--- src/verilog/video_defs.svh ---
`ifndef VIDEO_DEFS_SVH
`define VIDEO_DEFS_SVH

// Visible picture
`define H_ACTIVE 320
`define V_ACTIVE 240

// Whole frame including blanking
`define H_TOTAL 400
`define V_TOTAL 262

// Queued VRAM writes
`define FIFO_DEPTH 256

// Palette entry n sits at this base plus 4*n
`define PALETTE_BASE 32'h0100_0000

// Four pixels per word
`define VRAM_WORDS 19200

`endif
--- src/verilog/video_pkg.sv ---
package video_pkg;

	// One queued CPU write to video RAM
	typedef struct packed {
		logic [31:0] address;
		logic [31:0] data;
	} vram_write_t;

	// Screen coordinate, wide enough for the full frame
	typedef logic [8:0] pos_t;

	// Palette colour as stored and shown
	typedef logic [31:0] rgb_t;

endpackage

--- src/verilog/scan_timer.sv ---
`include "video_defs.svh"

module scan_timer import video_pkg::*; (
	input  logic i_clock,
	input  logic i_rst,
	output pos_t o_pos_x,
	output pos_t o_pos_y,
	output logic o_active,
	output logic o_prefetch,
	output logic o_vblank
);

	pos_t pos_x;
	pos_t pos_y;
	logic line_tail;
	logic next_line_active;

	always_ff @(posedge i_clock) begin
		if (i_rst) begin
			pos_x <= '0;
			pos_y <= '0;
		end else if (pos_x == `H_TOTAL - 1) begin
			pos_x <= '0;
			pos_y <= (pos_y == `V_TOTAL - 1) ? '0 : pos_y + 1'b1;
		end else begin
			pos_x <= pos_x + 1'b1;
		end
	end

	assign o_pos_x = pos_x;
	assign o_pos_y = pos_y;

	assign o_active = (pos_x < `H_ACTIVE) && (pos_y < `V_ACTIVE);
	assign o_vblank = (pos_y >= `V_ACTIVE);

	// Last two clocks of a line lead into the next one
	assign line_tail = (pos_x >= `H_TOTAL - 2);
	assign next_line_active = (pos_y < `V_ACTIVE - 1) || (pos_y == `V_TOTAL - 1);

	// Runs two clocks ahead of the active window
	assign o_prefetch = ((pos_y < `V_ACTIVE) && (pos_x < `H_ACTIVE - 2)) ||
		(line_tail && next_line_active);

endmodule

--- config.mk ---
export PLATFORM = sky130hd
export DESIGN_NAME = scan_timer
export DESIGN_NICKNAME = d
export VERILOG_FILES = /design/src/verilog/video_pkg.sv /design/src/verilog/scan_timer.sv
export VERILOG_INCLUDE_DIRS = /design/src /design/src/verilog
export SDC_FILE = /design/constraint.sdc
export NUM_CORES = 1
export LEC_CHECK = 0
export BUFFER_PORTS_ARGS = -buffer_cell sky130_fd_sc_hd__buf_2
export CAP_MARGIN = 20
export CORE_UTILIZATION = 54
export CTS_CLUSTER_DIAMETER = 200
export DETAILED_ROUTE_END_ITERATION = 8
export PLACE_DENSITY = 0.81
export SYNTH_ARGS = -nofsm -noshare
export SYNTH_HDL_FRONTEND = slang
export SYNTH_SLANG_ARGS = --single-unit
export TNS_END_PERCENT = 5
--- constraint.sdc ---
create_clock -name i_clock -period 4.7 [get_ports i_clock]
set_input_delay 0.94 -clock i_clock [delete_from_list [all_inputs] [get_ports i_clock]]
set_output_delay 0.94 -clock i_clock [all_outputs]
set_load 0.01 [all_outputs]
After elaboration in Yosys (flattened, before gate mapping)
Index checks and enable logic that the tools add are counted.

storage, ports and cells
  bits in registers = 18
  output and inout bits = 21
  logic and storage cells = 19

operators by class
  add/sub/neg operators = 2
  $lt $le $gt $ge = 6
  eq/ne operators = 2
  multiplexer cells = 1
  reduce and logical (&&, ||, !) cells = 6

operators with widths
  operator             number
  $add 9x1->9 const B  2
  $eq 9x9->1 const B   2
  $lt 9x8->1 const B   2
  $lt 9x9->1 const B   2
  $ge 9x8->1 const B   1
  $ge 9x9->1 const B   1
  $mux 9               1
  $logic_and 1x1->1    3
  $logic_or 1x1->1     2
  $reduce_or 2->1      1

Depth between registers and ports, before layout
  word-level depth = 4
  gate-level depth with buffers = 6

Worst setup path before layout
Ideal clock, no wire load.

  kind = register to output
  start point = reg pos_y[0], in the netlist o_pos_y[0]
  end point = out o_prefetch
  arrival = 1472 ps
  required time = 3760 ps
  setup slack = 2288 ps
  stages on the path, launching flop included = 6
  path buffers = 0
  cell sequence = dfxtp_1 ha_1 nor4b_1 nand2_1 o21a_1 o32ai_1

on the way
  cells in the longest elaborated chain, start to end = 4
  elaborated cells on any way between the ends = 7

ends and longest elaborated chain
  element                                          RTL line          source
  start, declared                                  scan_timer.sv:14  pos_t pos_y;
  start signal, assigned                           scan_timer.sv:24  pos_y <= (pos_y == `V_TOTAL - 1) ? '0 : pos_y + 1'b1;
  $lt 9x8->1 / $eq 9x9->1 (equally long branches)  scan_timer.sv:38  assign next_line_active = (pos_y < `V_ACTIVE - 1) || (pos_y == `V_TOTAL - 1);
  $logic_or 1x1->1                                 scan_timer.sv:38
  $logic_and 1x1->1                                scan_timer.sv:42  (line_tail && next_line_active);
  $logic_or 1x1->1 *                               scan_timer.sv:41  assign o_prefetch = ((pos_y < `V_ACTIVE) && (pos_x < `H_ACTIVE - 2)) ||
  end, declared                                    scan_timer.sv:9   output logic o_prefetch,

Mark *: on every way between the ends. The rest lies on a longest branch, timed or not.

Worst setup path in the final report
Same ends and word-level chain as after synthesis.

==> metrics.md <==
| Metric | Value |
|---|---|
| Initial antenna violation count | `0` |
| Post-CTS setup buffer count | `0` |
| Synth area leaders | `dfxtp_1 (39%), xnor2_1 (6.7%), nor2_1 (5.7%)` |
| CP Class | `flip-flop to primary output` |
| Post-synthesis area per instance | `8.52 um^2` |
| Pwr dens | `245 nW/um^2` |
| CP arrival | `1.82 ns` |
| Run status | `complete, no violations` |
| Ys async rst share | `0%` |
| Reg2reg setup slack | `2.65 ns` |
| Post-synth EDFFs | `0` |
| Post-Synthesis Cells | `108` |
| Detail Route Antenna Nets | `0` |
| Via density per instance | `5.80` |
| Startpoint type of the worst setup path | `flip-flop` |
| Hold slack | `0.491 ns` |
| CP Cell Sequence | `ha_1 -> nor4b_1 -> nand2_1 -> o21a_1 -> o32ai_1 -> buf_2` |
| CP endpoint kind | `primary output` |
| Yosys top cell by area | `dfxtp_1` |
| Main synth FF type | `dfxtp_1` |
| PostCTS Resize Cnt | `0` |
| Max IR drop VDD | `229 uV` |
| DPL Wire Length | `1350 um` |
| Clk buf depth | `2` |
| CP peak stage delay | `0.45 ns` |
| GRT Total Usage | `22.8%` |
| Final core occ | `69.5%` |
| Skew final | `0.00408 ns` |
| Final setup fails | `0` |
| Slowest-stage cell, CP | `dfxtp_1` |
| Final Cycle Share | `58.7%` |
| Endpoints failing hold | `0` |
| Slew at the pin closest to its max-slew limit | `0.562 ns` |
| Overflow after GRT | `0` |
| Vias | `859` |
| Largest net degree at the start of global routing | `15` |
| Mapped cell area | `920 um^2` |
| DRC errors left | `0` |
| Compound-Gate Fraction of Synth Area | `12.5%` |
| Leak pwr | `0.000409 uW` |
| Layout cells sized above 1 | `24.2%` |
| Relative slew slack | `62.5%` |
| FF/Latch Area | `360 um^2` |
| Minimum clock period | `2.76 ns` |
| Routed length per instance | `12.8 um` |
| Footprint of the multi-input gates | `526 um^2` |
| FP Rows | `14` |
| Placer Congestion | `0.762` |
| Sequential cell area fraction in the yosys report | `39.2%` |
| MaxCap Viol Count | `0` |
| Adder-cell share of the synthesized area | `5.44%` |
| FMAX | `362 MHz` |
| Final Non-Filler Cells | `148` |
| DR iter-0 viols | `29` |
| Final Max Slew Viols | `0` |
| XOR/XNOR share of the synthesized area | `8.57%` |
| TritonCTS clock tree | `done` |
| Main combinational cell family by area after synthesis | `simple AND/OR/NAND/NOR gates` |
| Die W | `43.3 um` |
| Clock sink total | `18` |
| Core area | `1540 um^2` |
| Die footprint | `1870 um^2` |
| Antenna Cells | `0` |
| Placed Instances | `144` |
| DR pass1 iterations | `4` |
| Die Y | `43.3 um` |
| H-tree depth | `1` |
| Clock slew at reported path FFs | `0.10 ns` |
| Num CTS Buffers | `3` |
| Total wire length | `1890 um` |
| Area grow syn2layout | `16.5%` |
| Nets | `139` |
| Post-Synth Simple-Gate Area | `30.6%` |
| RSZ-0062 raised after global routing | `false` |
| # IOs | `23` |
| Mux cell area share after synthesis | `0%` |
| CTS root buf | `clkbuf_4` |
| Filler cells | `154` |
| Sum Neg Setup Slack | `0 ns` |
| Worst skew pair latency | `0.30 ns` |
| Post-synthesis sequential element count | `18` |
| Starting Density | `59.7%` |
| Yosys warnings | `0` |
| Port buffer count | `22` |
| Crit Path Max Fanout | `7` |
| Yosys top cell area share | `39.2%` |
| Post-CTS Hold Fix Bufs | `0` |
| Min-Delay Path Class | `flip-flop to flip-flop` |
| WP data required | `3.76 ns` |
| Synthesized Nets | `114` |
| Vias in the first global route | `759` |
| First-pass GRT wire length | `3220 um` |
| Distinct cells, synth | `30` |
[cell usage in the layout, fill, tap and decap left out, types with 3 or more instances in the layout]
cell / netlist / layout
inv_1: 5 / 5
buf_2: 0 / 22
nand2_1: 9 / 9
ha_1: 4 / 4
nor2_1: 14 / 14
o31ai_1: 4 / 4
a21oi_1: 8 / 8
dfxtp_1: 18 / 18
nand3_1: 9 / 9
nor3_1: 3 / 3
clkbuf_4: 0 / 3
or4_1: 3 / 3
xnor2_1: 7 / 7
[sequential cells by signal (all words and copies together) (netlist names)]
register  count
o_pos_x       9
o_pos_y       9
[per-layer routing]
metal / global-route usage [%] / part of all wire, % / wire [um]
met1: 28.5 / 44 / 840
met2: 37.6 / 50 / 941
met3: 2.98 / 4.0 / 75
met4: 12.1 / 1.7 / 32
met5: 0 / 0 / 0
[cell families after synthesis]
family,after synthesis
simple gates,52
compound gates,18
flops,18
xor+xnor,9
buf+inv,7
fa+ha+maj,4
[metrics by stage]
stage               power [uW]  area [um^2]  setup WS (ns)
floorplan                  167          920           2.29
global placement           170         1030           2.29
detailed placement         170         1030           2.25
CTS                        265         1070           1.92
global route               272         1070           1.76
finish                     263         1070           1.94
[final timing paths]
check                                  end  cells after the start  startpoint
worst max-delay path            o_prefetch                      6  o_pos_y[0]
worst min-delay path            o_pos_x[0]                      1  o_pos_x[0]
worst max register to register  o_pos_y[4]                      5  o_pos_x[0]
worst min register to register  o_pos_x[0]                      1  o_pos_x[0]
[synth_stat cells, types with 2 or more instances]
master	instances
dfxtp_1	18
nand4_1	2
ha_1	4
o31ai_1	4
xnor2_1	7
a21oi_1	8
nand2_1	9
nand3_1	9
o21a_1	2
xor2_1	2
inv_1	5
nor3_1	3
nor2_1	14
or3_4	2
or4_1	3
nor4_1	2
[where the power goes]
| part | switching (uW) | total [uW] | internal [uW] |
|---|---|---|---|
| logic | 5.82 | 9.86 | 4.05 |
| clock network | 48.7 | 96.0 | 47.3 |
| registers | 2.40 | 157 | 155 |
| total | 56.9 | 263 | 206 |
[critical path: cells and delay by family (launching register included)]
kind | cells | cell delay (ns)
adders and majority gates | 1 | 0.17
AOI/OAI and AO/OA | 2 | 0.38
DFF | 1 | 0.45
buffers and inverters | 1 | 0.17
and+or+nand+nor | 2 | 0.34
[cell type report]
type	count	area share, %
Multi-Input combinational cell	83	49.1
Timing Repair Buffer	22	10.3
Tap cell	16	1.87
Sequential cell	18	33.6
Inverter	5	1.75
Clock buffer	4	3.39
No activity file was read; power rests on OpenSTA's default activity.
